### src/source/cyc_params.svh
// ----------------------------------------------------------
// Memory cycle subsystem parameters
// Widths, region bounds, wait states and RAM depth
// ----------------------------------------------------------
`ifndef CYC_PARAMS_SVH
`define CYC_PARAMS_SVH

// Bus widths
`define CYC_AW          10          // Word address bits
`define CYC_DW          16          // Data word bits
`define CYC_MEM_WORDS   1024        // RAM depth in words

// Address map
`define CYC_FAST_TOP    10'h0FF     // Last short-cycle address
`define CYC_SLOW_BASE   10'h300     // First slow I/O address

// Extra wait states per cycle class
`define CYC_WS_SHORT    3'd0
`define CYC_WS_NORMAL   3'd1
`define CYC_WS_SLOW     3'd5

`define CYC_CNT_W       8           // DMA word count bits

`endif

### src/source/cyc_pkg.sv
// ----------------------------------------------------------
// Shared types of the memory cycle subsystem
// Request records, command records and FSM encodings
// ----------------------------------------------------------
`include "cyc_params.svh"

package cyc_pkg;

    typedef logic [`CYC_AW-1:0]    addr_t;   // Word address
    typedef logic [`CYC_DW-1:0]    data_t;   // Data word
    typedef logic [`CYC_CNT_W-1:0] cnt_t;    // DMA words left
    typedef logic [2:0]            wait_t;   // Wait-state counter

    typedef struct packed {
        addr_t addr;
        data_t wdata;
        logic  write;                         // 1 = write, 0 = read
    } bus_req_t;                              // 27 bits

    typedef struct packed {
        addr_t addr;
        data_t wdata;
        logic  write;
        logic  brk;                           // Forces slow cycle
    } cpu_req_t;                              // 28 bits

    typedef struct packed {
        addr_t src;                           // First source word
        addr_t dst;                           // First destination word
        cnt_t  count;                         // Words to copy
    } dma_cmd_t;                              // 28 bits

    typedef enum logic [1:0] {CLS_SHORT, CLS_NORMAL, CLS_SLOW} cyc_class_e;

    typedef enum logic [2:0] {
        CYC_IDLE, CYC_BUSWAIT, CYC_HOLD, CYC_TERM, CYC_RELEASE
    } cyc_state_e;

    typedef enum logic [2:0] {
        DMA_IDLE, DMA_RD, DMA_WR, DMA_NEXT, DMA_DONE
    } dma_state_e;

    typedef enum logic [1:0] {ARB_IDLE, ARB_ACCESS, ARB_HELD} arb_state_e;

endpackage

### src/source/dma_channel.sv
// ----------------------------------------------------------
// DMA block copy channel
// Reads each word from the source and writes it to the
// destination through the shared bus
// ----------------------------------------------------------
`timescale 1ns/1ns

module dma_channel (
    input  logic              CK,
    input  logic              arst_n,
    input  logic              dma_req,     // Four-phase block request
    input  cyc_pkg::dma_cmd_t dma_cmd,
    output logic              dma_ack,     // Block copied
    output logic              bus_req,
    output cyc_pkg::bus_req_t bus_cmd,
    input  logic              bus_ack,
    input  cyc_pkg::data_t    bus_rdata
);

    cyc_pkg::dma_state_e state;
    cyc_pkg::addr_t      src_q;            // Next source address
    cyc_pkg::addr_t      dst_q;            // Next destination address
    cyc_pkg::cnt_t       left_q;           // Words still to copy
    cyc_pkg::data_t      buf_q;            // Word in flight
    logic                ack_seen;         // Bus ack taken, waiting for it to fall

    always_ff @(posedge CK or negedge arst_n) begin
        if (!arst_n) begin
            state    <= cyc_pkg::DMA_IDLE;
            left_q   <= '0;
            ack_seen <= 1'b0;
        end else begin
            case (state)
                cyc_pkg::DMA_IDLE: begin
                    if (dma_req) begin
                        left_q <= dma_cmd.count;
                        // Zero count acks without touching the bus
                        state  <= (dma_cmd.count == '0) ? cyc_pkg::DMA_DONE
                                                        : cyc_pkg::DMA_RD;
                    end
                end
                cyc_pkg::DMA_RD, cyc_pkg::DMA_WR: begin
                    if (!ack_seen && bus_ack) begin
                        ack_seen <= 1'b1;          // Drop req
                    end else if (ack_seen && !bus_ack) begin
                        ack_seen <= 1'b0;          // Handshake closed
                        state    <= (state == cyc_pkg::DMA_RD) ? cyc_pkg::DMA_WR
                                                               : cyc_pkg::DMA_NEXT;
                    end
                end
                cyc_pkg::DMA_NEXT: begin
                    left_q <= left_q - cyc_pkg::cnt_t'(1);
                    state  <= (left_q == cyc_pkg::cnt_t'(1)) ? cyc_pkg::DMA_DONE
                                                             : cyc_pkg::DMA_RD;
                end
                cyc_pkg::DMA_DONE: begin
                    if (!dma_req) begin
                        state <= cyc_pkg::DMA_IDLE;
                    end
                end
                default: state <= cyc_pkg::DMA_IDLE;
            endcase
        end
    end

    // Address and data path
    always_ff @(posedge CK) begin
        if (state == cyc_pkg::DMA_IDLE && dma_req) begin
            src_q <= dma_cmd.src;
            dst_q <= dma_cmd.dst;
        end
        if (state == cyc_pkg::DMA_RD && !ack_seen && bus_ack) begin
            buf_q <= bus_rdata;                  // Capture source word
        end
        if (state == cyc_pkg::DMA_NEXT) begin
            src_q <= src_q + cyc_pkg::addr_t'(1);
            dst_q <= dst_q + cyc_pkg::addr_t'(1);
        end
    end

    always_comb begin
        bus_cmd.addr  = (state == cyc_pkg::DMA_WR) ? dst_q : src_q;
        bus_cmd.wdata = buf_q;
        bus_cmd.write = (state == cyc_pkg::DMA_WR);
    end

    assign bus_req = ((state == cyc_pkg::DMA_RD) || (state == cyc_pkg::DMA_WR)) && !ack_seen;
    assign dma_ack = (state == cyc_pkg::DMA_DONE);

    // Arbiter may sample the command in any cycle of the request
    a_cmd_stable: assert property (
        @(posedge CK) disable iff (!arst_n)
        bus_req && $past(bus_req) |-> $stable(bus_cmd)
    ) else $error("DMA bus_cmd changed during request");

endmodule

### config.mk
export PLATFORM = sky130hd
export DESIGN_NAME = dma_channel
export DESIGN_NICKNAME = d
export VERILOG_FILES = /design/src/source/cyc_pkg.sv /design/src/source/dma_channel.sv
export VERILOG_INCLUDE_DIRS = /design/src /design/src/source
export SDC_FILE = /design/constraint.sdc
export NUM_CORES = 1
export LEC_CHECK = 0
export BUFFER_PORTS_ARGS = -buffer_cell sky130_fd_sc_hd__buf_2
export CORE_ASPECT_RATIO = 1.2
export CORE_MARGIN = 1.5
export CORE_UTILIZATION = 55
export DETAILED_ROUTE_END_ITERATION = 8
export GPL_ROUTABILITY_DRIVEN = 0
export PLACE_DENSITY = 0.85
export SYNTH_ARGS = -nofsm -noshare
export SYNTH_HDL_FRONTEND = slang
export SYNTH_SLANG_ARGS = --single-unit
### constraint.sdc
create_clock -name CK -period 7.3 [get_ports CK]
set_input_delay 0.73 -clock CK [delete_from_list [all_inputs] [get_ports CK]]
set_output_delay 0.73 -clock CK [all_outputs]
set_load 0.02 [all_outputs]
==> flow_results.org <==
** Floorplanning
- Width of the die :: approximately 65 um
- For this configuration, the core starts out at a cell density of between 50 and 60%.
- Number of primary I/O pins :: just under 80
- Standard-cell rows :: 26
- Measured along the y axis, the die boundary spans 77.5 um.
- CORE AREA :: 0.00436 mm^2
- Die area :: 0.00505 mm^2

** Power
- Worst voltage drop across the vdd grid :: 0.238 mV
- Summed over all cells, the static leakage comes to approximately 1.3 nW.
- Power per standard cell area :: roughly 350 mW/mm^2
- Summing internal, switching and leakage power gives ~1.1 mW.

** Final layout
- Fill cells in the final layout number approximately 340.
- The number of antenna diodes in the final layout is 0.
- Of the cells placed in the final design, the portion with a size suffix greater than 1 is 34.0%.
- In the final layout, the multi-input gates occupy 0.00110 mm^2.
- Across the whole layout, storage elements account for 0.00138 mm^2.
- At the end of the flow, the number of nets in the layout was around 360.
- Area delta synth->final :: 20.7%

** Logic synthesis
- The average instance in the mapped netlist occupies roughly 11 um^2.
- The synthesized design contains between 40 and 50 register bits.
- Distinct cell type count after synthesis :: 43
- Main synth FF type :: sky130_fd_sc_hd__edfxtp_1
- Counting flops with an async set or reset pin after synthesis yields a share of 25.0%.
- The synthesized netlist occupies a cell area of between 0.002 and 0.003 mm^2.
- During synthesis, Yosys emitted a total of 0 warnings.
- Net count after synthesis :: around 290
- Synth top area share :: a little over two fifths
- Count of flip-flops with a built-in enable after synthesis :: 36
- Main area contributors after synthesis :: sky130_fd_sc_hd__edfxtp_1, sky130_fd_sc_hd__dfrtp_1, sky130_fd_sc_hd__o21ai_0, sky130_fd_sc_hd__nand2_1, sky130_fd_sc_hd__mux2_2
- Cell type contributing the most total cell area after synthesis :: sky130_fd_sc_hd__edfxtp_1
- The share of the Yosys chip area taken by registers is 54.3%.
- After technology mapping, the gate count stands at 232.

** Setup path
- The worst register-to-register path begins at state[0].
- Of all nets on the critical path, the largest fanout is 14.
- Critical Path Source Type :: flop
- In this run the worst setup path begins at state[0].
- STA classifies the critical path endpoint as an output pin.
- Arr. time, crit path :: 2400 ps
- By startpoint and endpoint, the worst setup path is classified as flop to output pin.
- Required @ worst endpoint :: 6570 ps

** Placement
- Port buffer count :: 76
- After legalization and detailed placement, the total HPWL measured 4.05 mm.

** Status
- Run status :: completed

** Clock network
- Clk_lat worst skew :: 310 ps
- Number of H-tree levels :: 2
- TritonCTS created 5 clock buffers.
- Post-CTS timing repair inserted 0 buffers for setup.
- After clock tree synthesis, the clock-pin slew on the worst setup and hold paths is 100 ps.
- TritonCTS built the clock tree.
- Clock root buffer :: sky130_fd_sc_hd__clkbuf_8
- Buffer depth of the longest clock path :: 2
- In this run, post-CTS hold repair placed 0 buffers.
- The tree built by TritonCTS fans out to 48 sinks.
- In this run, post-CTS repair resized a total of 0 instances.

** Job
- Across the run, the number of max-cap violations was 0.

** STA
- Derived from the worst setup path, the maximum achievable clock frequency is around 0.32 GHz.
- Setup repair after global routing left no endpoint under its margin.
- Slew margin rel. :: 23.3%
- The number of max-slew violations in the final report was 0.
- Dividing the final minimum period by the clock period gives 42.9%.
- Measured slew at the worst slew-check pin :: 1140 ps
- The count of final hold-check violations was 0.
- Final period demand of the worst path :: about 3100 ps
- Setup violations remaining at the end of the flow were counted as 0.
- Adding up every negative setup slack in the final design gives 0 ps.
- Across the routed clock network, the largest skew measured is 10.4 ps.

** Routing
- Count of routing violations after the opening detailed-route iteration :: 201
- In the routed design, unresolved DRC markers number 0.
- After detailed routing, the number of vias per cell comes to 5.54.
- Post-route antenna net violation count :: 0
- After detailed routing, the total wire length is 5.52 mm.
- Summing over every cut layer, the via total after detailed routing is 2005.
- The first TritonRoute pass finished after 4 iterations.
- Average detailed-routed wire length per instance :: 15.2 um

** Global routing
- Global routing consumed, over all layers together, between 20% and 30% of the routing resources.
- The total overflow left after global routing is 0.
- Initial antenna violation count :: 0
- Entering global routing, the biggest net connects 46 pins.
- The first global-routing pass estimated 9.08 mm of wire.
- Vias in the first global route :: approximately 1900

** Min path
- Min-Delay Path Class :: input pin to async pin
[synth_stat cells, types with 2 or more instances]
library cell,instances
sky130_fd_sc_hd__nand3_1,7
sky130_fd_sc_hd__clkbuf_1,5
sky130_fd_sc_hd__o21ai_0,26
sky130_fd_sc_hd__and3_1,3
sky130_fd_sc_hd__nand2b_1,2
sky130_fd_sc_hd__mux2_2,11
sky130_fd_sc_hd__mux2i_1,3
sky130_fd_sc_hd__inv_1,7
sky130_fd_sc_hd__nand2_1,34
sky130_fd_sc_hd__buf_2,5
sky130_fd_sc_hd__xor2_1,9
sky130_fd_sc_hd__nor3_1,5
sky130_fd_sc_hd__nor4_1,5
sky130_fd_sc_hd__nand4_1,4
sky130_fd_sc_hd__ha_1,6
sky130_fd_sc_hd__nor2_1,13
sky130_fd_sc_hd__dfrtp_1,12
sky130_fd_sc_hd__edfxtp_1,36
sky130_fd_sc_hd__a21oi_1,7
sky130_fd_sc_hd__xnor2_1,8
sky130_fd_sc_hd__nor2b_1,2
[state kept, by name (all words and copies together) (netlist names)]
signal and count:
src_q 10, dst_q 10, ack_seen 1, left_q 8, state 3, buf_q 16
[final timing paths]
check | endpoint | slack (ps) | cells after the start
setup / recovery | bus_cmd[26] | 4170 | 4
hold / removal | left_q[0] | 290 | 1
setup reg to reg | buf_q[9] | 5120 | 3
hold reg to reg | left_q[7] | 560 | 1
max in group asynchronous | ack_seen | 6770 | 1
min in group CK | left_q[7] | 560 | 1
[area by class of cell]
cell class / count / area share [%]
inverter: 7 / 0.855
multi-input combinational: 167 / 35.8
timing repair buffer: 76 / 12.4
tap: 56 / 2.28
sequential: 48 / 45.0
clock inverter: 3 / 1.51
clock buffer: 5 / 2.24
[cell usage in the layout (no fill, tap or decap), drive strengths merged, types with 7 or more instances in the layout]
cell type  synthesis  routed
o21ai             27      27
nand2             35      35
nor2              14      14
inv                7       8
edfxtp            36      36
xnor2              8       8
dfrtp             12      12
buf                5      76
mux2              11      11
a21oi              7       7
nand3              7       7
xor2               9       9
[worst max-delay path, stage by stage, from the launching register on]
cell and delay (ps):
sky130_fd_sc_hd__dfrtp_1 550, sky130_fd_sc_hd__nand2b_1 240, sky130_fd_sc_hd__nor2_1 730, sky130_fd_sc_hd__mux2_2 430
sky130_fd_sc_hd__buf_2 160
[power by group]
group / internal, mW / total, mW / switching [mW]
combinational: 0.148 / 0.370 / 0.223
clock: 0.103 / 0.201 / 0.0976
sequential: 0.401 / 0.490 / 0.0889
[metrics by stage]
step / util (%) / cell area (um^2) / hold WS (ps) / instances / worst slack, ps
floorplan: - / 2540 / 434 / 232 / 4930
global placement: 67.8 / 2960 / 509 / 354 / 4570
detailed placement: 67.8 / 2960 / 532 / 354 / 4480
CTS: 70.5 / 3070 / 288 / 362 / 4140
global route: 70.5 / 3070 / 292 / 362 / 4000
finish: 70.5 / 3070 / 288 / 362 / 4170
[metal layers]
| layer | share of wire (%) | vias to the layer above | track usage (%) |
|---|---|---|---|
| met5 | 0 | - | 0 |
| met4 | 2.3 | 0 | 9.79 |
| met3 | 5.8 | 11 | 4.64 |
| met2 | 52 | 73 | 40.6 |
| met1 | 39 | 929 | 29.4 |
| li1 | - | 992 | - |
[logic make-up after synthesis]
kind of cell	count (synthesis)	share of synthesized area [%]
AOI/OAI and AO/OA	45	11.0
muxes	14	6.05
buffers and inverters	17	2.75
adders and majority gates	6	2.95
and+or+nand+nor	85	17.2
DFF	48	54.3
xor gates and xnor gates	17	5.85
Power figures use the tool's default switching activity.
