[src/source/cyc_params.svh]
// ----------------------------------------------------------
// Memory cycle subsystem parameters
// Widths, region bounds, wait states and RAM depth
// ----------------------------------------------------------
`ifndef CYC_PARAMS_SVH
`define CYC_PARAMS_SVH

// Bus widths
`define CYC_AW          10          // Word address bits
`define CYC_DW          16          // Data word bits
`define CYC_MEM_WORDS   1024        // RAM depth in words

// Address map
`define CYC_FAST_TOP    10'h0FF     // Last short-cycle address
`define CYC_SLOW_BASE   10'h300     // First slow I/O address

// Extra wait states per cycle class
`define CYC_WS_SHORT    3'd0
`define CYC_WS_NORMAL   3'd1
`define CYC_WS_SLOW     3'd5

`define CYC_CNT_W       8           // DMA word count bits

`endif

[src/source/cyc_pkg.sv]
// ----------------------------------------------------------
// Shared types of the memory cycle subsystem
// Request records, command records and FSM encodings
// ----------------------------------------------------------
`include "cyc_params.svh"

package cyc_pkg;

    typedef logic [`CYC_AW-1:0]    addr_t;   // Word address
    typedef logic [`CYC_DW-1:0]    data_t;   // Data word
    typedef logic [`CYC_CNT_W-1:0] cnt_t;    // DMA words left
    typedef logic [2:0]            wait_t;   // Wait-state counter

    typedef struct packed {
        addr_t addr;
        data_t wdata;
        logic  write;                         // 1 = write, 0 = read
    } bus_req_t;                              // 27 bits

    typedef struct packed {
        addr_t addr;
        data_t wdata;
        logic  write;
        logic  brk;                           // Forces slow cycle
    } cpu_req_t;                              // 28 bits

    typedef struct packed {
        addr_t src;                           // First source word
        addr_t dst;                           // First destination word
        cnt_t  count;                         // Words to copy
    } dma_cmd_t;                              // 28 bits

    typedef enum logic [1:0] {CLS_SHORT, CLS_NORMAL, CLS_SLOW} cyc_class_e;

    typedef enum logic [2:0] {
        CYC_IDLE, CYC_BUSWAIT, CYC_HOLD, CYC_TERM, CYC_RELEASE
    } cyc_state_e;

    typedef enum logic [2:0] {
        DMA_IDLE, DMA_RD, DMA_WR, DMA_NEXT, DMA_DONE
    } dma_state_e;

    typedef enum logic [1:0] {ARB_IDLE, ARB_ACCESS, ARB_HELD} arb_state_e;

endpackage

[src/source/cycle_ctl.sv]
// ----------------------------------------------------------
// CPU cycle control state counter
// Classifies each access by region, waits for the bus grant,
// holds the bus for the class wait states, then terminates
// ----------------------------------------------------------
`timescale 1ns/1ns
`include "cyc_params.svh"

module cycle_ctl (
    input  logic              CK,
    input  logic              arst_n,
    input  logic              cpu_req,     // Four-phase CPU request
    input  cyc_pkg::cpu_req_t cpu_cmd,     // Stable while cpu_req high
    output logic              cpu_ack,
    output cyc_pkg::data_t    cpu_rdata,   // Valid with cpu_ack
    output logic              bus_req,     // Held for the whole cycle
    output cyc_pkg::bus_req_t bus_cmd,
    input  logic              bus_ack,
    input  cyc_pkg::data_t    bus_rdata
);

    cyc_pkg::cyc_state_e state;            // Cycle state counter
    cyc_pkg::cyc_class_e cls;              // Class of incoming access
    cyc_pkg::wait_t      ws_load;          // Wait states for that class
    cyc_pkg::wait_t      wait_cnt;         // Remaining wait states

    // Region decode on the incoming command
    always_comb begin
        if (cpu_cmd.brk) begin
            cls = cyc_pkg::CLS_SLOW;       // Break cycle, slow length
        end else if (cpu_cmd.addr <= `CYC_FAST_TOP) begin
            cls = cyc_pkg::CLS_SHORT;      // Fast region
        end else if (cpu_cmd.addr >= `CYC_SLOW_BASE) begin
            cls = cyc_pkg::CLS_SLOW;       // I/O region
        end else begin
            cls = cyc_pkg::CLS_NORMAL;
        end
    end

    always_comb begin
        case (cls)
            cyc_pkg::CLS_SHORT:  ws_load = `CYC_WS_SHORT;
            cyc_pkg::CLS_NORMAL: ws_load = `CYC_WS_NORMAL;
            default:             ws_load = `CYC_WS_SLOW;
        endcase
    end

    // State counter
    always_ff @(posedge CK or negedge arst_n) begin
        if (!arst_n) begin
            state    <= cyc_pkg::CYC_IDLE;
            wait_cnt <= '0;
        end else begin
            case (state)
                cyc_pkg::CYC_IDLE: begin
                    if (cpu_req) begin
                        state    <= cyc_pkg::CYC_BUSWAIT;  // Request bus next
                        wait_cnt <= ws_load;
                    end
                end
                cyc_pkg::CYC_BUSWAIT: begin
                    // Wait for grant, skip HOLD on zero wait states
                    if (bus_ack) begin
                        if (wait_cnt == '0) begin
                            state <= cyc_pkg::CYC_TERM;
                        end else begin
                            state <= cyc_pkg::CYC_HOLD;
                        end
                    end
                end
                cyc_pkg::CYC_HOLD: begin
                    wait_cnt <= wait_cnt - cyc_pkg::wait_t'(1);
                    if (wait_cnt == cyc_pkg::wait_t'(1)) begin
                        state <= cyc_pkg::CYC_TERM;        // Last wait state
                    end
                end
                cyc_pkg::CYC_TERM: begin
                    if (!cpu_req) begin
                        state <= cyc_pkg::CYC_RELEASE;     // CPU side done
                    end
                end
                cyc_pkg::CYC_RELEASE: begin
                    if (!bus_ack) begin
                        state <= cyc_pkg::CYC_IDLE;        // Arbiter let go
                    end
                end
                default: state <= cyc_pkg::CYC_IDLE;
            endcase
        end
    end

    // Command and read data registers
    always_ff @(posedge CK) begin
        if (state == cyc_pkg::CYC_IDLE && cpu_req) begin
            bus_cmd.addr  <= cpu_cmd.addr;
            bus_cmd.wdata <= cpu_cmd.wdata;
            bus_cmd.write <= cpu_cmd.write;
        end
        if (state == cyc_pkg::CYC_BUSWAIT && bus_ack) begin
            cpu_rdata <= bus_rdata;                  // Data comes with grant ack
        end
    end

    assign bus_req = (state == cyc_pkg::CYC_BUSWAIT) || (state == cyc_pkg::CYC_HOLD);
    assign cpu_ack = (state == cyc_pkg::CYC_TERM);

    // A new bus cycle starts only once the CPU ack and the last bus ack are down
    a_req_after_ack: assert property (
        @(posedge CK) disable iff (!arst_n)
        $rose(bus_req) |-> !$past(cpu_ack) && !$past(bus_ack)
    ) else $error("bus_req rose while cpu_ack or bus_ack was high");

    // Termination only after the arbiter served the cycle
    a_ack_after_bus: assert property (
        @(posedge CK) disable iff (!arst_n)
        $rose(cpu_ack) |-> $past(bus_ack)
    ) else $error("cpu_ack rose without bus_ack");

endmodule

[config.mk]
export PLATFORM = sky130hd
export DESIGN_NAME = cycle_ctl
export DESIGN_NICKNAME = d
export VERILOG_FILES = /design/src/source/cyc_pkg.sv /design/src/source/cycle_ctl.sv
export VERILOG_INCLUDE_DIRS = /design/src /design/src/source
export SDC_FILE = /design/constraint.sdc
export NUM_CORES = 1
export LEC_CHECK = 0
export BUFFER_PORTS_ARGS = -buffer_cell sky130_fd_sc_hd__buf_2
export CORE_MARGIN = 2
export CORE_UTILIZATION = 43
export CTS_CLUSTER_DIAMETER = 40
export DETAILED_ROUTE_END_ITERATION = 6
export PLACE_DENSITY_LB_ADDON = 0.25
export SLEW_MARGIN = 5
export SYNTH_ARGS = -nofsm -noshare
export SYNTH_HDL_FRONTEND = slang
export SYNTH_SLANG_ARGS = --single-unit
[constraint.sdc]
create_clock -name CK -period 2.3 [get_ports CK]
set_clock_uncertainty 0.2 [all_clocks]
set_input_delay 0.46 -clock CK [delete_from_list [all_inputs] [get_ports CK]]
set_output_delay 0.46 -clock CK [all_outputs]
set_load 0.01 [all_outputs]
==> results of run 1 <==
## report_power, final
group,total [W],switching [W],internal (W)
combinational,0.000643,0.000362,0.000280
sequential,0.00129,0.0000894,0.00120
clock,0.000471,0.000257,0.000214
total,0.00241,0.000709,0.00170
## cell usage in the layout, fill, tap and decap left out, types with 2 or more instances in the layout
master,n
a2111oi_0,2
a21oi_1,2
buf_2,92
clkbuf_8,5
clkinvlp_4,2
dfrtp_1,6
edfxtp_1,43
ha_1,3
inv_1,5
nand2b_1,3
nor2_1,3
nor2b_1,2
o21ai_0,2
## timing repair
action / CTS / global route
hold buffers: 1 / 0
endpoints found under the hold margin: 6 / 0
setup endpoints to repair: 0 / 0
## synthesized netlist by cell type, types with 2 or more instances
library cell / number
nand2b_1: 3
inv_1: 5
a21oi_1: 2
dfrtp_1: 6
ha_1: 3
a2111oi_0: 2
o21ai_0: 2
nor2_1: 3
edfxtp_1: 43
nor2b_1: 2
## per-stage QoR
step	utilization, %	hold slack (ps)	instance area, um2
6_report	62.4	140	2340
5_1_grt	62.4	119	2340
4_1_cts	62.4	127	2340
3_5_place_dp	59.8	94.9	2240
3_3_place_gp	59.8	91.1	2240
2_1_floorplan	-	-35.6	1700
## flip-flops by register name (all words and copies together) (netlist names)
name and count:
bus_cmd 27, state 3, wait_cnt 3, cpu_rdata 16
## logic make-up (layout without fill, tap and decap cells)
kind of cell	after synthesis	after routing	share of synthesized area, %
XOR/XNOR	1	1	0.514
buffers and inverters	7	109	1.98
AO/OA/AOI/OAI	9	9	3.75
adder cells (fa/ha/maj)	3	3	2.20
flip-flops	49	49	84.6
multiplexers	2	2	1.47
AND/OR/NAND/NOR	15	15	5.44
## layer usage
metal  track usage [%]  up-vias
met1              16.2      484
met3              5.57        4
li1                  -      524
met4              5.36        0
met2              24.3       48
met5                 0        -
## cell type report
cell class | instances | area, um2 | share of cell area, %
sequential | 49 | 1440 | 61.7
timing repair buffer | 95 | 498 | 21.3
multi-input combinational | 30 | 228 | 9.74
clock buffer | 6 | 72.6 | 3.10
tap | 48 | 60.1 | 2.57
inverter | 6 | 22.5 | 0.964
clock inverter | 2 | 15.0 | 0.642
## final timing paths
path / from / end / slack (ps) / cells after the start
max: state[0] / cpu_ack / 330 / 3
min: cpu_cmd[21] / bus_cmd[20] / 140 / 1
max reg2reg: state[2] / bus_cmd[25] / 440 / 3
min reg2reg: wait_cnt[1] / wait_cnt[1] / 330 / 2
max in group asynchronous: arst_n / state[1] / 1440 / 2
min in group asynchronous: arst_n / state[2] / 320 / 2
==> metrics.yaml, run 1 <==
met2RoutedLength_um: 1640
setup_viol: 0
start_util_pct: 45.5
synthDominantCellAreaShare_pct: 75.8
synth_enable_flop_cells: 43
post_route_cells_drive_above_1_share_pct: 55.9
run_status: "completed"
pre_cts_slack_ps: 433
power_per_cell_area_nw_per_um2: 1030
floorplan.rows: 22
crit_path_top_delay_cell: "dfrtp_1"
total_design_power_w: 0.00241
totalNegativeSetupSlack_ps: 0
fmaxAchievable_mhz: 508
async_reset_ff_share_pct: 12.2
cell_count_post_placement: 227
dieWidth_um: 66.9
ys_seq_area_share_pct: 84.6
timing.critical_path.buf_inv: 2
synth.top_cells.by_area: "edfxtp_1 76%, dfrtp_1 8.8%, ha_1 2.2%"
grt_pass1_vias: 1003
final_hold_viol_count: 0
detailroute.via_count: 1060
critical-path-max-stage-delay_ps: 440
maxCapViolations: 0
finalWorstSetupSlack_ps: 330
area.growth.synth_to_final_pct: 37.3
wl_met1_um: 1200
detail_route.first_pass.iterations: 4
worstSetupPathType: "reg -> out"
dr.first_iter.drc_count: 22
post_synth_inst_count: 86
slew_headroom_pct: 70.9
cpLargestDelayFamily: "flip-flops"
max-vdd-ir-drop_mv: 0.599
timing.critical_path.required_ps: 1640
floorplan.core_area_um2: 3740
power_leakage_nw: 1.00
syn_avg_cell_area_um2: 19.8
rsz0062_at_grt: "no"
mappedNetlistArea_um2: 1700
cts_num_sinks: 49
clock_tree.buffer_depth: 2
finish.cell_count_without_fillers: 236
place.port_buffers: 92
cts_tree: "built"
yosys_warnings: 0
post-route-period-util_pct: 85.7
end_kind: "primary output"
design.final.nets: 238
die_height_um: 66.9
grt.overflow.total: 0
cts-buffers-inserted: 5
cts_root_buffer: "clkbuf_8"
layout.filler_cells: 315
insertion_delay_ps: 290
slew_viol_final: 0
synth_seq_cells: 49
timing.hold.worst.class: "in -> reg"
finalWirelength_um: 3180
cts-resized-gates: 0
ys_dominant_reg_cell: "edfxtp_1"
highest_layer: "met4"
final_hpwl_from_detailed_placement_um: 2520
syn_nets: 137
htree_levels: 2
met3_wirelength_um: 289
antenna_found_initial: 0
crit_path_max_fanout: 5
start_kind: "register"
grt_pass1_wl_um: 4530
gp_congestion: 0.744
worst_pin_slew_ps: 426
antenna-diode-count: 0
boundaryPins: 93
grt_util_all_layers_pct: 14.3
grt_start_max_net_pins: 28
fp.dieArea_um2: 4480
finalWorstPathRequiredPeriod_ps: 1970
arrival_ps: 1310
vias_per_cell: 4.49
synth.distinct_cells: 25
synth_top_area_cell: "edfxtp_1"
postRouteAntennaNets: 0
detail_route.wl_per_cell_um: 13.5
crit_path_cell_trace: "inv_1, nor3b_1, buf_2"
post-cts-setup-buffer-count: 0
cts.reportedPaths.clkPinSlew_ps: 80
drc: 0
(Power assumes the default switching activity.)
==> run 2, diff against run 1 <==
--- a/config.mk
+++ b/config.mk
@@ -7,6 +7,7 @@
 export NUM_CORES = 1
 export LEC_CHECK = 0
 export BUFFER_PORTS_ARGS = -buffer_cell sky130_fd_sc_hd__buf_2
+export CORE_ASPECT_RATIO = 0.5
 export CORE_MARGIN = 2
 export CORE_UTILIZATION = 43
 export CTS_CLUSTER_DIAMETER = 40
==> metrics.yaml, run 2 (synthesis gave the netlist of run 1 again) <==
seqCellArea_um2: 1440
worstSetupPathType: "reg -> out"
boundaryPins: 93
slew_headroom_pct: 68.4
crit_path_max_fanout: 5
grt_util_all_layers_pct: 14.1
finalWorstPathRequiredPeriod_ps: 1930
run_status: "completed"
cts-buffers-inserted: 5
start_kind: "register"
floorplan.core_area_um2: 3840
final_hold_viol_count: 0
htree_levels: 2
slew_viol_final: 0
timing.critical_path.required_ps: 1640
insertion_delay_ps: 290
maxCapViolations: 0
finalWirelength_um: 3110
arrival_ps: 1270
setup.worst_path.start: "state[0]"
cts_tree: "built"
final_common_cell: "buf_2"
detail_route.first_pass.iterations: 4
finish.cell_count_without_fillers: 243
layout.cells.most_common_list: "92 x buf_2, 43 x edfxtp_1, 6 x dfrtp_1, 5 x inv_1, 5 x clkbuf_8"
dieWidth_um: 93.0
clock_tree.buffer_depth: 2
grt_pass1_vias: 1009
area.growth.synth_to_final_pct: 38.8
dr.first_iter.drc_count: 40
ctsHoldBuffers: 1
hp-start: "cpu_cmd[17]"
grt_pass1_wl_um: 4670
final_hpwl_from_detailed_placement_um: 2410
antenna_found_initial: 0
gp_congestion: 0.709
rsz0062_at_grt: "no"
antenna-diode-count: 0
timing.hold.worst.class: "in -> reg"
power_leakage_nw: 1.02
drc: 0
floorplan.rows: 16
biggest_regs: "bus_cmd x27, cpu_rdata x16"
post_route_cells_drive_above_1_share_pct: 56.1
regMostFlops: "bus_cmd"
r2r.worst_path.cells: 3
cts.reportedPaths.clkPinSlew_ps: 90
power_frac_seq_pct: 51.2
post-route-period-util_pct: 83.8
max-vdd-ir-drop_mv: 0.553
totalNegativeSetupSlack_ps: 0
power_per_cell_area_nw_per_um2: 1060
postRouteAntennaNets: 0
net_switching_power_w: 0.000710
post-cts-setup-buffer-count: 0
cts-resized-gates: 0
fmaxAchievable_mhz: 519
r2r_start: "state[2]"
setup_viol: 0
power.share.clock_pct: 23.6
final_area_um2: 2360
layout.filler_cells: 309
cell_count_post_placement: 234
detail_route.wl_per_cell_um: 12.8
grt_start_max_net_pins: 17
place.port_buffers: 92
dpl-instance-area_um2: 2240
hold-path-cell-count: 1
comb_power_share_pct: 25.2
internal_power_w: 0.00180
pre_cts_slack_ps: 408
finalWorstSetupSlack_ps: 372
worst_pin_slew_ps: 462
end_kind: "primary output"
die_height_um: 48.5
vias_per_cell: 4.42
grt.overflow.total: 0
largest_reg_flops: 27
share_of_total_power_consumed_by_net_switching_pct: 28.3
start_util_pct: 44.3
multi_input_area_um2: 228
detailroute.via_count: 1073
design.final.nets: 239
cts_root_buffer: "clkbuf_8"
fp.dieArea_um2: 4510
cts_num_sinks: 49
run 2: area by class of cell:
type,instances,share of cell area [%]
clock inverter,2,1.64
multi-input combinational,30,9.63
sequential,49,61.0
inverter,6,0.953
timing repair buffer,96,20.9
tap,54,2.86
clock buffer,6,3.07
run 2: path summary, 6_finish.rpt:
check,to,slack (ps)
worst max-delay path,cpu_ack,370
worst min-delay path,bus_cmd[16],130
worst max register to register,bus_cmd[11],440
worst min register to register,wait_cnt[1],310
max in group asynchronous,wait_cnt[1],1430
min in group asynchronous,state[2],320
run 2: per-layer routing:
layer | wire [um] | GRT usage, %
met3 | 191 | 4.36
met4 | 0 | 6.62
met2 | 1640 | 23.9
met5 | 0 | 0
met1 | 1280 | 16.7
run 2: power groups by stage:
stage / combinational [W] / sequential (W) / clock, W
5_1_grt: 0.000699 / 0.00131 / 0.000646
6_report: 0.000633 / 0.00129 / 0.000594
3_5_place_dp: 0.000641 / 0.00131 / 0
3_3_place_gp: 0.000627 / 0.00130 / 0
2_1_floorplan: 0.000302 / 0.00137 / 0
4_1_cts: 0.000643 / 0.00129 / 0.000610
run 2: worst max-delay path, stage by stage (launching register included):
cell	delay (ps)
dfrtp_1	420
inv_1	120
nor3b_1	260
buf_2	180
run 2: through the flow:
stage / utilization, % / hold slack [ps] / power, W
after floorplan: - / -35.6 / 0.00167
after global placement: 58.3 / 96.3 / 0.00193
after detailed placement: 58.3 / 96.1 / 0.00195
after CTS: 61.5 / 124 / 0.00254
after global routing: 61.5 / 114 / 0.00265
final: 61.5 / 133 / 0.00251
