### src/source/cyc_params.svh
// ----------------------------------------------------------
// Memory cycle subsystem parameters
// Widths, region bounds, wait states and RAM depth
// ----------------------------------------------------------
`ifndef CYC_PARAMS_SVH
`define CYC_PARAMS_SVH

// Bus widths
`define CYC_AW          10          // Word address bits
`define CYC_DW          16          // Data word bits
`define CYC_MEM_WORDS   1024        // RAM depth in words

// Address map
`define CYC_FAST_TOP    10'h0FF     // Last short-cycle address
`define CYC_SLOW_BASE   10'h300     // First slow I/O address

// Extra wait states per cycle class
`define CYC_WS_SHORT    3'd0
`define CYC_WS_NORMAL   3'd1
`define CYC_WS_SLOW     3'd5

`define CYC_CNT_W       8           // DMA word count bits

`endif

### src/source/cyc_pkg.sv
// ----------------------------------------------------------
// Shared types of the memory cycle subsystem
// Request records, command records and FSM encodings
// ----------------------------------------------------------
`include "cyc_params.svh"

package cyc_pkg;

    typedef logic [`CYC_AW-1:0]    addr_t;   // Word address
    typedef logic [`CYC_DW-1:0]    data_t;   // Data word
    typedef logic [`CYC_CNT_W-1:0] cnt_t;    // DMA words left
    typedef logic [2:0]            wait_t;   // Wait-state counter

    typedef struct packed {
        addr_t addr;
        data_t wdata;
        logic  write;                         // 1 = write, 0 = read
    } bus_req_t;                              // 27 bits

    typedef struct packed {
        addr_t addr;
        data_t wdata;
        logic  write;
        logic  brk;                           // Forces slow cycle
    } cpu_req_t;                              // 28 bits

    typedef struct packed {
        addr_t src;                           // First source word
        addr_t dst;                           // First destination word
        cnt_t  count;                         // Words to copy
    } dma_cmd_t;                              // 28 bits

    typedef enum logic [1:0] {CLS_SHORT, CLS_NORMAL, CLS_SLOW} cyc_class_e;

    typedef enum logic [2:0] {
        CYC_IDLE, CYC_BUSWAIT, CYC_HOLD, CYC_TERM, CYC_RELEASE
    } cyc_state_e;

    typedef enum logic [2:0] {
        DMA_IDLE, DMA_RD, DMA_WR, DMA_NEXT, DMA_DONE
    } dma_state_e;

    typedef enum logic [1:0] {ARB_IDLE, ARB_ACCESS, ARB_HELD} arb_state_e;

endpackage

### src/source/mem_arbiter.sv
// ----------------------------------------------------------
// Two-master round-robin bus arbiter
// Grants the RAM to one master, performs one access and
// keeps the bus with the owner until its request falls
// ----------------------------------------------------------
`timescale 1ns/1ns

module mem_arbiter (
    input  logic              CK,
    input  logic              arst_n,
    input  logic              m0_req,      // CPU cycle controller
    input  cyc_pkg::bus_req_t m0_cmd,
    output logic              m0_ack,
    output cyc_pkg::data_t    m0_rdata,
    input  logic              m1_req,      // DMA channel
    input  cyc_pkg::bus_req_t m1_cmd,
    output logic              m1_ack,
    output cyc_pkg::data_t    m1_rdata,
    output logic              mem_en,
    output logic              mem_we,
    output cyc_pkg::addr_t    mem_addr,
    output cyc_pkg::data_t    mem_wdata,
    input  cyc_pkg::data_t    mem_rdata    // One cycle after mem_en
);

    cyc_pkg::arb_state_e state;
    logic                owner;            // Current or last served master
    logic                pick;             // Winner from IDLE
    logic                own_req;
    cyc_pkg::bus_req_t   own_cmd;

    // Round robin, the master not served last wins a tie
    always_comb begin
        if (m0_req && m1_req) begin
            pick = ~owner;
        end else begin
            pick = m1_req;
        end
    end

    assign own_req = owner ? m1_req : m0_req;
    assign own_cmd = owner ? m1_cmd : m0_cmd;

    always_ff @(posedge CK or negedge arst_n) begin
        if (!arst_n) begin
            state  <= cyc_pkg::ARB_IDLE;
            owner  <= 1'b1;                      // m0 first after reset
            m0_ack <= 1'b0;
            m1_ack <= 1'b0;
        end else begin
            case (state)
                cyc_pkg::ARB_IDLE: begin
                    if (m0_req || m1_req) begin
                        owner <= pick;           // Grant
                        state <= cyc_pkg::ARB_ACCESS;
                    end
                end
                cyc_pkg::ARB_ACCESS: begin
                    state  <= cyc_pkg::ARB_HELD;   // RAM output valid now
                    m0_ack <= ~owner;
                    m1_ack <= owner;
                end
                cyc_pkg::ARB_HELD: begin
                    if (!own_req) begin
                        state  <= cyc_pkg::ARB_IDLE;
                        m0_ack <= 1'b0;
                        m1_ack <= 1'b0;
                    end
                end
                default: state <= cyc_pkg::ARB_IDLE;
            endcase
        end
    end

    // Single RAM access in the grant cycle
    assign mem_en    = (state == cyc_pkg::ARB_ACCESS);
    assign mem_we    = mem_en && own_cmd.write;
    assign mem_addr  = own_cmd.addr;
    assign mem_wdata = own_cmd.wdata;

    // RAM holds its output until the next access, steer it to the owner
    assign m0_rdata = owner ? '0 : mem_rdata;
    assign m1_rdata = owner ? mem_rdata : '0;

    a_one_owner: assert property (
        @(posedge CK) disable iff (!arst_n)
        !(m0_ack && m1_ack)
    ) else $error("m0_ack and m1_ack high together");

    // An ack goes only to a master that is asking for the bus
    a_ack_to_req: assert property (
        @(posedge CK) disable iff (!arst_n)
        !($rose(m0_ack) && !m0_req) && !($rose(m1_ack) && !m1_req)
    ) else $error("Bus ack given to a master without a request");

endmodule

### config.mk
export PLATFORM = sky130hd
export DESIGN_NAME = mem_arbiter
export DESIGN_NICKNAME = d
export VERILOG_FILES = /design/src/source/cyc_pkg.sv /design/src/source/mem_arbiter.sv
export VERILOG_INCLUDE_DIRS = /design/src /design/src/source
export SDC_FILE = /design/constraint.sdc
export NUM_CORES = 1
export LEC_CHECK = 0
export BUFFER_PORTS_ARGS = -buffer_cell sky130_fd_sc_hd__clkbuf_2
export CAP_MARGIN = 40
export CELL_PAD_IN_SITES_DETAIL_PLACEMENT = 1
export CELL_PAD_IN_SITES_GLOBAL_PLACEMENT = 2
export CORE_MARGIN = 2
export CORE_UTILIZATION = 13
export DETAILED_ROUTE_END_ITERATION = 16
export GPL_TIMING_DRIVEN = 0
export PLACE_DENSITY = 0.93
export SYNTH_ARGS = -nofsm -noshare
export SYNTH_HDL_FRONTEND = slang
export SYNTH_SLANG_ARGS = --single-unit
### constraint.sdc
create_clock -name CK -period 3.6 [get_ports CK]
set_clock_uncertainty 0.1 [all_clocks]
set_input_delay 0.18 -clock CK [delete_from_list [all_inputs] [get_ports CK]]
set_output_delay 0.18 -clock CK [all_outputs]
set_load 0.03 [all_outputs]
==> results.sh, run 1 <==
export IMPL_status="completed"
export IMPL_seq_power_share=0.081
export IMPL_worst_pin_slew_ns=0.4355
export IMPL_cp_max_fo=10
export IMPL_first_pass_iters=2
export IMPL_viasPerCell=4.124
export IMPL_finalWirelength_um=3841
export IMPL_cp_slowest_cell="dfstp_2"
export IMPL_post_route_period_util=0.5873
export IMPL_cts_root_buf="clkbuf_8"
export IMPL_synth_edf_count=0
export IMPL_hold_viol=0
export IMPL_max_stage_delay_ns=0.54
export IMPL_drtAntennaViolNets=0
export IMPL_drc_errors=0
export IMPL_wire_per_inst_um=12.23
export IMPL_finalSetupViolCount=0
export IMPL_netlist_instances=97
export IMPL_place_congestion=0.7177
export IMPL_clkPwrFrac=0.075
export IMPL_post_cts_setup_buffers=0
export IMPL_max_cap_viol_count=0
export IMPL_cellPowerDensity_mw_per_mm2=829.2
export IMPL_leakage_nw=0.9538
export IMPL_layout_setup_ws_ns=1.486
export IMPL_die_w_um=85.55
export IMPL_yosysSeqAreaShare=0.1462
export IMPL_cts_tree="done"
export IMPL_crit_chain="buf_2, clkbuf_1, and2_1, clkbuf_2"
export IMPL_crit_family="buffers and inverters"
export IMPL_worst_skew_pair_late_latency_ns=0.22
export IMPL_ios=136
export IMPL_clkTransAtPathRegs_ns=0.03
export IMPL_dieArea_mm2=0.007319
export IMPL_worstSetupEndpointType="primary output"
export IMPL_async_flop_share=1.000
export IMPL_fin_crit_ns=2.114
export IMPL_pwr_share_comb=0.845
export IMPL_pre_cts_ws_ns=1.641
export IMPL_ys_seq_elements=5
export IMPL_dpl_hpwl_um=3392
export IMPL_grt_ovfl_total=0
export IMPL_slew_viol_final=0
export IMPL_syn_nets=175
export IMPL_switching_share=0.5858
export IMPL_tns_ns=0
export IMPL_avgSynthCellArea_um2=8.913
export IMPL_cp_arrival_ns=1.83
export IMPL_clock_path_buffers=2
export IMPL_numPortBuffers=135
export IMPL_grt_pass1_vias=1227
export IMPL_rsz0062_at_grt="no"
export IMPL_drive_gt1_frac=0.7215
export IMPL_htreeDepth=1
export IMPL_ir_drop_uv=253.3
export IMPL_grt_usage=0.09562
export IMPL_intPower_w=0.0005810
export IMPL_antennaDiodeCount=0
export IMPL_syn2layout_area_growth_pct=95.66
export IMPL_slew_headroom=0.7097
export IMPL_vias=1295
export IMPL_syn_area_um2=864.6
export IMPL_crit_buf_inv=3
export IMPL_initial_core_util=0.1354
export IMPL_synth_warnings=0
export IMPL_p_switching_w=0.0008217
export IMPL_clock_sinks=5
export IMPL_die_h_um=85.55
export IMPL_crit_required_ns=3.32
export IMPL_clock_fmax_mhz=472.9
export IMPL_core_area_mm2=0.006386
export IMPL_cts_buffers=3
export IMPL_grt_max_degree=11
export IMPL_synth_main_ff_cell="dfrtp_1"
export IMPL_drt_iter0_drc=10
export IMPL_startpoint_type="flop"
export IMPL_placementRows=29
export IMPL_hold_path_class="in2reg"
export IMPL_post_synth_num_cell_types=25
export IMPL_antenna_found_initial=0
export IMPL_grt_first_pass_wirelength_um=5671
export IMPL_cts_resized=0
export IMPL_fin_nets=316
export IMPL_crit_type="reg2out"
final cells by class:
cell class | instances | area (µm²)
Buffer | 7 | 36.28
Multi-Input combinational cell | 83 | 694.4
Sequential cell | 5 | 126.4
Tap cell | 77 | 96.34
Timing Repair Buffer | 136 | 685.7
Clock buffer | 4 | 45.04
Fill cell | 822 | 4695
Inverter | 2 | 7.507
per-stage QoR:
| step | area [µm²] | power, W | utilization | hold slack, ns | std cells |
|---|---|---|---|---|---|
| 2_1_floorplan | 864.6 | 0.0009801 | - | -0.2156 | 97 |
| 3_3_place_gp | 1637 | 0.001296 | 0.2563 | -0.09991 | 309 |
| 3_5_place_dp | 1637 | 0.001318 | 0.2563 | -0.09664 | 309 |
| 4_1_cts | 1692 | 0.001430 | 0.2649 | 0.09518 | 314 |
| 5_1_grt | 1692 | 0.001507 | 0.2649 | 0.1095 | 314 |
| 6_report | 1692 | 0.001403 | 0.2649 | 0.09412 | 314 |
layer usage:
metal / routed length, µm / GRT usage / up-vias
met5: 0 / 0 / -
met4: 42 / 0.03030 / 0
met3: 531 / 0.02021 / 4
met2: 2032 / 0.2010 / 93
met1: 1233 / 0.08916 / 589
li1: - / - / 609
power by group through the flow:
stage	registers, W	logic [W]	clock network (W)
after detailed placement	0.000115	0.00120	0
after floorplan	0.000130	0.000850	0
after global placement	0.000112	0.00118	0
after CTS	0.000114	0.00121	0.000109
final	0.000113	0.00118	0.000105
after global routing	0.000119	0.00128	0.000112
sequential cells by signal, summed over array words and instances (netlist names):
signal  cells
m0_ack      1
m1_ack      1
owner       1
state       2
timing repair:
action	in CTS	in global routing
hold buffers	1	0
setup endpoints to repair	0	0
hold endpoints to repair	5	0
path summary, 6_finish.rpt:
check | startpoint | cells after the start | to | slack (ns)
max | owner | 4 | m1_rdata[14] | 1.49
max in group asynchronous | arst_n | 2 | owner | 2.97
min reg2reg | state[1] | 1 | state[1] | 0.41
max reg2reg | owner | 3 | state[1] | 1.97
min in group asynchronous | arst_n | 2 | m1_ack | 0.21
min | m0_req | 2 | owner | 0.09
cell families (layout without fill, tap and decap cells):
group	Yosys count	in the layout	share of synthesized area
buffers and inverters	9	149	0.05065
AND/OR/NAND/NOR	40	40	0.2764
AO/OA/AOI/OAI	9	9	0.07671
adder cells (fa/ha/maj)	4	4	0.05789
multiplexers	30	30	0.3922
flip-flops	5	5	0.1462
placed cells by master (no fill, tap or decap), drive strengths merged, types with 2 or more instances in the layout:
master,instances
inv,2
and2,16
mux2i,2
ha,4
nand2,2
dfrtp,4
mux2,28
buf,4
a21oi,2
clkbuf,142
nor2,2
nor2b,18
worst register-to-register path, cell delays in order, from the launching register on:
cell and delay, ns:
dfstp_2 0.54, mux2_4 0.32, a22oi_2 0.21, mux2_1 0.34
cell usage after synthesis (2+ instances only):
| cell | count | area, µm² |
|---|---|---|
| dfrtp_1 | 4 | 100.1 |
| nor2_1 | 2 | 7.510 |
| a21oi_1 | 2 | 10.01 |
| inv_1 | 2 | 7.510 |
| nand2_1 | 2 | 7.510 |
| mux2_2 | 26 | 292.8 |
| ha_1 | 4 | 50.05 |
| buf_4 | 2 | 15.01 |
| clkbuf_1 | 3 | 11.26 |
| mux2i_1 | 2 | 20.02 |
| and2_1 | 16 | 100.1 |
| buf_2 | 2 | 10.01 |
| nor2b_1 | 18 | 112.6 |
No activity file was read; power rests on OpenSTA's default activity.
==> run 2: changes to the inputs <==
--- a/config.mk
+++ b/config.mk
@@ -6,15 +6,16 @@
 export SDC_FILE = /design/constraint.sdc
 export NUM_CORES = 1
 export LEC_CHECK = 0
+export ABC_AREA = 1
 export BUFFER_PORTS_ARGS = -buffer_cell sky130_fd_sc_hd__clkbuf_2
 export CAP_MARGIN = 40
 export CELL_PAD_IN_SITES_DETAIL_PLACEMENT = 1
 export CELL_PAD_IN_SITES_GLOBAL_PLACEMENT = 2
 export CORE_MARGIN = 2
-export CORE_UTILIZATION = 13
+export CORE_UTILIZATION = 10
 export DETAILED_ROUTE_END_ITERATION = 16
 export GPL_TIMING_DRIVEN = 0
-export PLACE_DENSITY = 0.93
+export PLACE_DENSITY = 0.85
 export SYNTH_ARGS = -nofsm -noshare
 export SYNTH_HDL_FRONTEND = slang
 export SYNTH_SLANG_ARGS = --single-unit
==> constraint.sdc (replaced) <==
create_clock -name CK -period 2.02 [get_ports CK]
set_clock_uncertainty 0.1 [all_clocks]
set_input_delay 0.101 -clock CK [delete_from_list [all_inputs] [get_ports CK]]
set_output_delay 0.101 -clock CK [all_outputs]
set_load 0.03 [all_outputs]
==> results.sh, run 2 <==
export IMPL_status="completed"
export IMPL_ios=136
export IMPL_grt_pass1_vias=1571
export IMPL_drc_errors=0
export IMPL_viasPerCell=3.649
export IMPL_cts_root_buf="clkbuf_8"
export IMPL_place_congestion=0.7659
export IMPL_drive_gt1_frac=0.4562
export IMPL_syn2layout_area_growth_pct=96.55
export IMPL_syn_area_um2=907.1
export IMPL_yosysMostFrequentCell="nand2_1"
export IMPL_post_synth_num_cell_types=15
export IMPL_synth_edf_count=0
export IMPL_synthTopCellsByArea="nand2_1 44%, inv_1 15%, dfrtp_1 11%, nor2_1 7.4%, ha_1 5.5%"
export IMPL_largest_reg_flops=2
export IMPL_worstSetupEndpointType="primary output"
export IMPL_worst_skew_pair_late_latency_ns=0.22
export IMPL_ir_drop_uv=587.0
export IMPL_leakage_nw=1.322
export IMPL_clkTransAtPathRegs_ns=0.04
export IMPL_crit_type="reg2out"
export IMPL_cp_arrival_ns=1.52
export IMPL_finalSetupViolCount=0
export IMPL_die_w_um=99.24
export IMPL_wire_per_inst_um=10.46
export IMPL_hold_path_class="in2reg"
export IMPL_clock_sinks=5
export IMPL_dp_cells=433
export IMPL_crit_required_ns=1.82
export IMPL_htreeDepth=1
export IMPL_hold_viol=0
export IMPL_numPortBuffers=135
export IMPL_cp_max_fo=10
export IMPL_cts_buffers=3
export IMPL_layoutNonFillerInstCount=439
export IMPL_fin_util=0.2035
export IMPL_antennaDiodeCount=0
export IMPL_synth_warnings=0
export IMPL_fin_nets=410
export IMPL_grt_ovfl_total=0
export IMPL_placementRows=34
export IMPL_yosysTopAreaCell="nand2_1"
export IMPL_finalWirelength_um=4590
export IMPL_regMostFlops="state"
export IMPL_synth_top_area_share=0.4386
export IMPL_slew_headroom=0.8520
export IMPL_drtAntennaViolNets=0
export IMPL_async_flop_share=1.000
export IMPL_grt_first_pass_wirelength_um=7203
export IMPL_cts_tree="done"
export IMPL_syn_nets=268
export IMPL_drt_iter0_drc=32
export IMPL_cts_resized=0
export IMPL_synth_commonest_cells="106 x nand2_1, 37 x inv_1, 18 x nor2_1, 6 x buf_2, 5 x nand3_1"
export IMPL_core_area_mm2=0.008763
export IMPL_clock_fmax_mhz=581.6
export IMPL_fin_crit_ns=1.719
export IMPL_rsz0062_at_grt="no"
export IMPL_layout_commonest_cell="clkbuf_2"
export IMPL_avgSynthCellArea_um2=4.774
export IMPL_grt_max_degree=11
export IMPL_layout_common_cells="135 x clkbuf_2, 106 x nand2_1, 37 x inv_1"
export IMPL_ys_seq_elements=5
export IMPL_yosysSeqAreaShare=0.1393
export IMPL_vias=1602
export IMPL_post_route_period_util=0.8511
export IMPL_dpl_hpwl_um=4022
export IMPL_multi_input_area_um2=566.8
export IMPL_cellPowerDensity_mw_per_mm2=1567
export IMPL_seq_area_um2=126.4
export IMPL_first_pass_iters=4
export IMPL_initial_core_util=0.1035
export IMPL_grt_usage=0.08680
export IMPL_max_cap_viol_count=0
export IMPL_fillCellCount=1190
export IMPL_netlist_instances=190
export IMPL_dieArea_mm2=0.009849
export IMPL_clock_path_buffers=2
export IMPL_tns_ns=0
export IMPL_startpoint_type="flop"
export IMPL_antenna_found_initial=0
export IMPL_slew_viol_final=0
export IMPL_die_h_um=99.24
export IMPL_worst_pin_slew_ns=0.2220
export IMPL_synth_main_ff_cell="dfrtp_1"
==> run 2: changes by cell type after synthesis, moves of 3 or more <==
cell      previous run  this run
buf_6                0         3
buf_2                2         6
nand2_1              2       106
and2_1              16         0
nand3_1              1         5
nor2b_1             18         0
mux2_2              26         0
clkbuf_1             3         0
inv_1                2        37
nor2_1               2        18
==> run 2: cell families after synthesis <==
logic type,Yosys count,synth area share
simple gates,130,0.5517
compound gates,3,0.01792
buf+inv,48,0.2359
flops,5,0.1393
fa+ha+maj,4,0.05517
==> run 2: final cells by class <==
cell class / count / area share
Clock buffer: 4 / 0.02526
Sequential cell: 5 / 0.07088
Multi-Input combinational cell: 137 / 0.3179
Tap cell: 108 / 0.07579
Buffer: 10 / 0.04000
Timing Repair Buffer: 137 / 0.3902
Inverter: 38 / 0.08000
==> run 2: what timing repair did <==
action                    4_1_cts  5_1_grt
hold buffers                    2        0
buffers inserted                0        0
hold endpoints to repair        6        0
==> run 2: stage by stage <==
stage / total power (W) / setup WS, ns / cell area, µm² / hold slack (ns)
after floorplan: 0.001891 / 0.4634 / 907.1 / -0.2946
after global placement: 0.002617 / 0.4986 / 1718 / -0.1760
after detailed placement: 0.002647 / 0.4975 / 1718 / -0.1689
after CTS: 0.002851 / 0.2599 / 1783 / 0.04672
after global routing: 0.003043 / 0.1780 / 1783 / 0.07388
final: 0.002793 / 0.3007 / 1783 / 0.05669
==> run 2: metal layers <==
metal	vias up	track usage	wire length, µm
met3	3	0.01195	264
li1	816	-	-
met1	727	0.1025	1874
met4	0	0.01581	27
met5	-	0	0
met2	56	0.1668	2423
==> run 2: final timing paths <==
check                           startpoint      endpoint  slack [ns]  depth (start not counted)
worst min register to register      m1_ack        m1_ack        0.39                          2
worst max register to register    state[0]      state[1]        0.75                          6
min in group asynchronous           arst_n      state[0]        0.13                          2
max in group asynchronous           arst_n         owner        1.47                          2
worst max-delay path                 owner  mem_wdata[9]        0.30                          7
worst min-delay path                m1_req         owner        0.06                          3
==> run 2: critical path, cell delays in order (launching register included) <==
cell and delay (ns):
dfstp_2 0.50, buf_4 0.16, inv_2 0.05, buf_6 0.14, buf_6 0.14, nand2_1 0.07, nand2_1 0.05, clkbuf_2 0.18
==> run 2: report_power, final <==
part / total [W] / leakage (nW) / switching, W / internal [W]
logic: 0.00241 / 1.24 / 0.00174 / 0.000676
clock network: 0.000190 / 0.0228 / 0.0000539 / 0.000136
registers: 0.000189 / 0.0601 / 0.0000307 / 0.000159
==> run 3: changes to the inputs <==
--- a/config.mk
+++ b/config.mk
@@ -14,7 +14,6 @@
 export CORE_MARGIN = 2
 export CORE_UTILIZATION = 10
 export DETAILED_ROUTE_END_ITERATION = 16
-export GPL_TIMING_DRIVEN = 0
 export PLACE_DENSITY = 0.85
 export SYNTH_ARGS = -nofsm -noshare
 export SYNTH_HDL_FRONTEND = slang
==> results.sh, run 3 (same netlist as run 2, synthesis figures left out) <==
export IMPL_status="completed"
export IMPL_drive_gt1_frac=0.4427
export IMPL_startpoint_type="flop"
export IMPL_cts_root_buf="clkbuf_8"
export IMPL_first_pass_iters=3
export IMPL_die_h_um=99.24
export IMPL_clock_sinks=5
export IMPL_cp_arrival_ns=1.40
export IMPL_htreeDepth=1
export IMPL_hold_path_class="in2reg"
export IMPL_hold_viol=0
export IMPL_core_area_mm2=0.008763
export IMPL_rsz0062_at_grt="no"
export IMPL_cellPowerDensity_mw_per_mm2=1541
export IMPL_placementRows=34
export IMPL_cts_tree="done"
export IMPL_cts_buffers=3
export IMPL_numPortBuffers=135
export IMPL_cts_resized=0
export IMPL_grt_first_pass_wirelength_um=6782
export IMPL_r2r_end="m1_ack"
export IMPL_grt_max_degree=45
export IMPL_pre_cts_ws_ns=0.5633
export IMPL_dpl_hpwl_um=3655
export IMPL_slew_headroom=0.6703
export IMPL_crit_required_ns=1.82
export IMPL_viasPerCell=3.601
export IMPL_clock_fmax_mhz=623.8
export IMPL_clkTransAtPathRegs_ns=0.04
export IMPL_worst_skew_pair_late_latency_ns=0.22
export IMPL_r2r_slack_ns=0.57
export IMPL_fin_crit_ns=1.603
export IMPL_hold_path_endpoint="owner"
export IMPL_layout_setup_ws_ns=0.4169
export IMPL_drt_iter0_drc=16
export IMPL_regMostFlops="state"
export IMPL_syn2layout_area_growth_pct=91.72
export IMPL_grt_pass1_vias=1530
export IMPL_finalWirelength_um=4228
export IMPL_leakage_nw=1.292
export IMPL_fin_nets=402
export IMPL_worstSetupEndpointType="primary output"
export IMPL_tns_ns=0
export IMPL_place_congestion=0.7279
export IMPL_cp_max_fo=44
export IMPL_drtAntennaViolNets=0
export IMPL_slew_viol_final=0
export IMPL_wire_per_inst_um=9.810
export IMPL_antennaDiodeCount=0
export IMPL_antenna_found_initial=0
export IMPL_stdcell_area_mm2=0.001739
export IMPL_largest_reg_flops=2
export IMPL_drc_errors=0
export IMPL_r2r_start="owner"
export IMPL_placed_cell_area_mm2=0.001674
export IMPL_clock_path_buffers=2
export IMPL_max_cap_viol_count=0
export IMPL_layout_common_cells="135 x clkbuf_2, 106 x nand2_1, 37 x inv_1"
export IMPL_min_from="m1_req"
export IMPL_layout_commonest_cell="clkbuf_2"
export IMPL_ios=136
export IMPL_dieArea_mm2=0.009849
export IMPL_ir_drop_uv=457.7
export IMPL_initial_core_util=0.1035
export IMPL_post_route_period_util=0.7936
export IMPL_worst_pin_slew_ns=0.4939
export IMPL_rr_worst_depth=6
export IMPL_whs_ns=0.06155
export IMPL_grt_ovfl_total=0
export IMPL_cp_startpoint="owner"
export IMPL_die_w_um=99.24
export IMPL_grt_usage=0.08068
export IMPL_power_total_w=0.002679
export IMPL_vias=1552
export IMPL_hold_depth=3
export IMPL_crit_type="reg2out"
export IMPL_finalSetupViolCount=0
[run 3: cell types whose count changed in the layout (fill, tap and decap cells not counted)]
cell / before / now
buf_2: 6 / 0
buf_6: 3 / 0
buf_12: 0 / 1
[run 3: area by class of cell]
| class | instances | area (µm²) |
|---|---|---|
| well taps | 108 | 135.1 |
| multi-input cells | 137 | 566.8 |
| flip-flops and latches | 5 | 126.4 |
| repair buffers | 139 | 723.2 |
| clock buffers | 4 | 45.04 |
| fillers | 1164 | 7024 |
| inverters | 38 | 142.6 |
[run 3: worst max-delay path, stage by stage (launching register included)]
cell,delay [ns]
dfstp_2,0.56
buf_12,0.21
o21ai_0,0.12
nor2_1,0.09
clkbuf_2,0.21
[run 3: metal layers]
| metal | up-vias | wire length (µm) | track usage |
|---|---|---|---|
| li1 | 800 | - | - |
| met1 | 695 | 1657 | 0.09145 |
| met2 | 54 | 2293 | 0.1611 |
| met3 | 3 | 261 | 0.01054 |
| met4 | 0 | 16 | 0.01264 |
| met5 | - | 0 | 0 |
[run 3: through the flow]
step	cells	util
floorplan	190	-
global placement	425	0.1910
detailed placement	425	0.1910
CTS	431	0.1985
global route	431	0.1985
finish	431	0.1985
[run 3: power breakdown]
| group | internal (W) | switching [W] |
|---|---|---|
| logic | 0.000619 | 0.00167 |
| registers | 0.000160 | 0.0000465 |
| clock network | 0.000136 | 0.0000525 |
| total | 0.000914 | 0.00177 |
[run 3: how the worst max path moves through the flow]
stage	cells after the start	slack, ns	endpoint
5_1_grt	4	0.26	mem_we
3_5_place_dp	6	0.56	m1_ack
6_report	4	0.42	mem_we
2_1_floorplan	4	0.46	mem_we
4_1_cts	4	0.39	mem_we
3_3_place_gp	4	0.63	mem_we
[run 3: timing repair]
action,4_1_cts,5_1_grt
hold buffers,2,0
buffers inserted,0,0
endpoints found under the hold margin,6,0
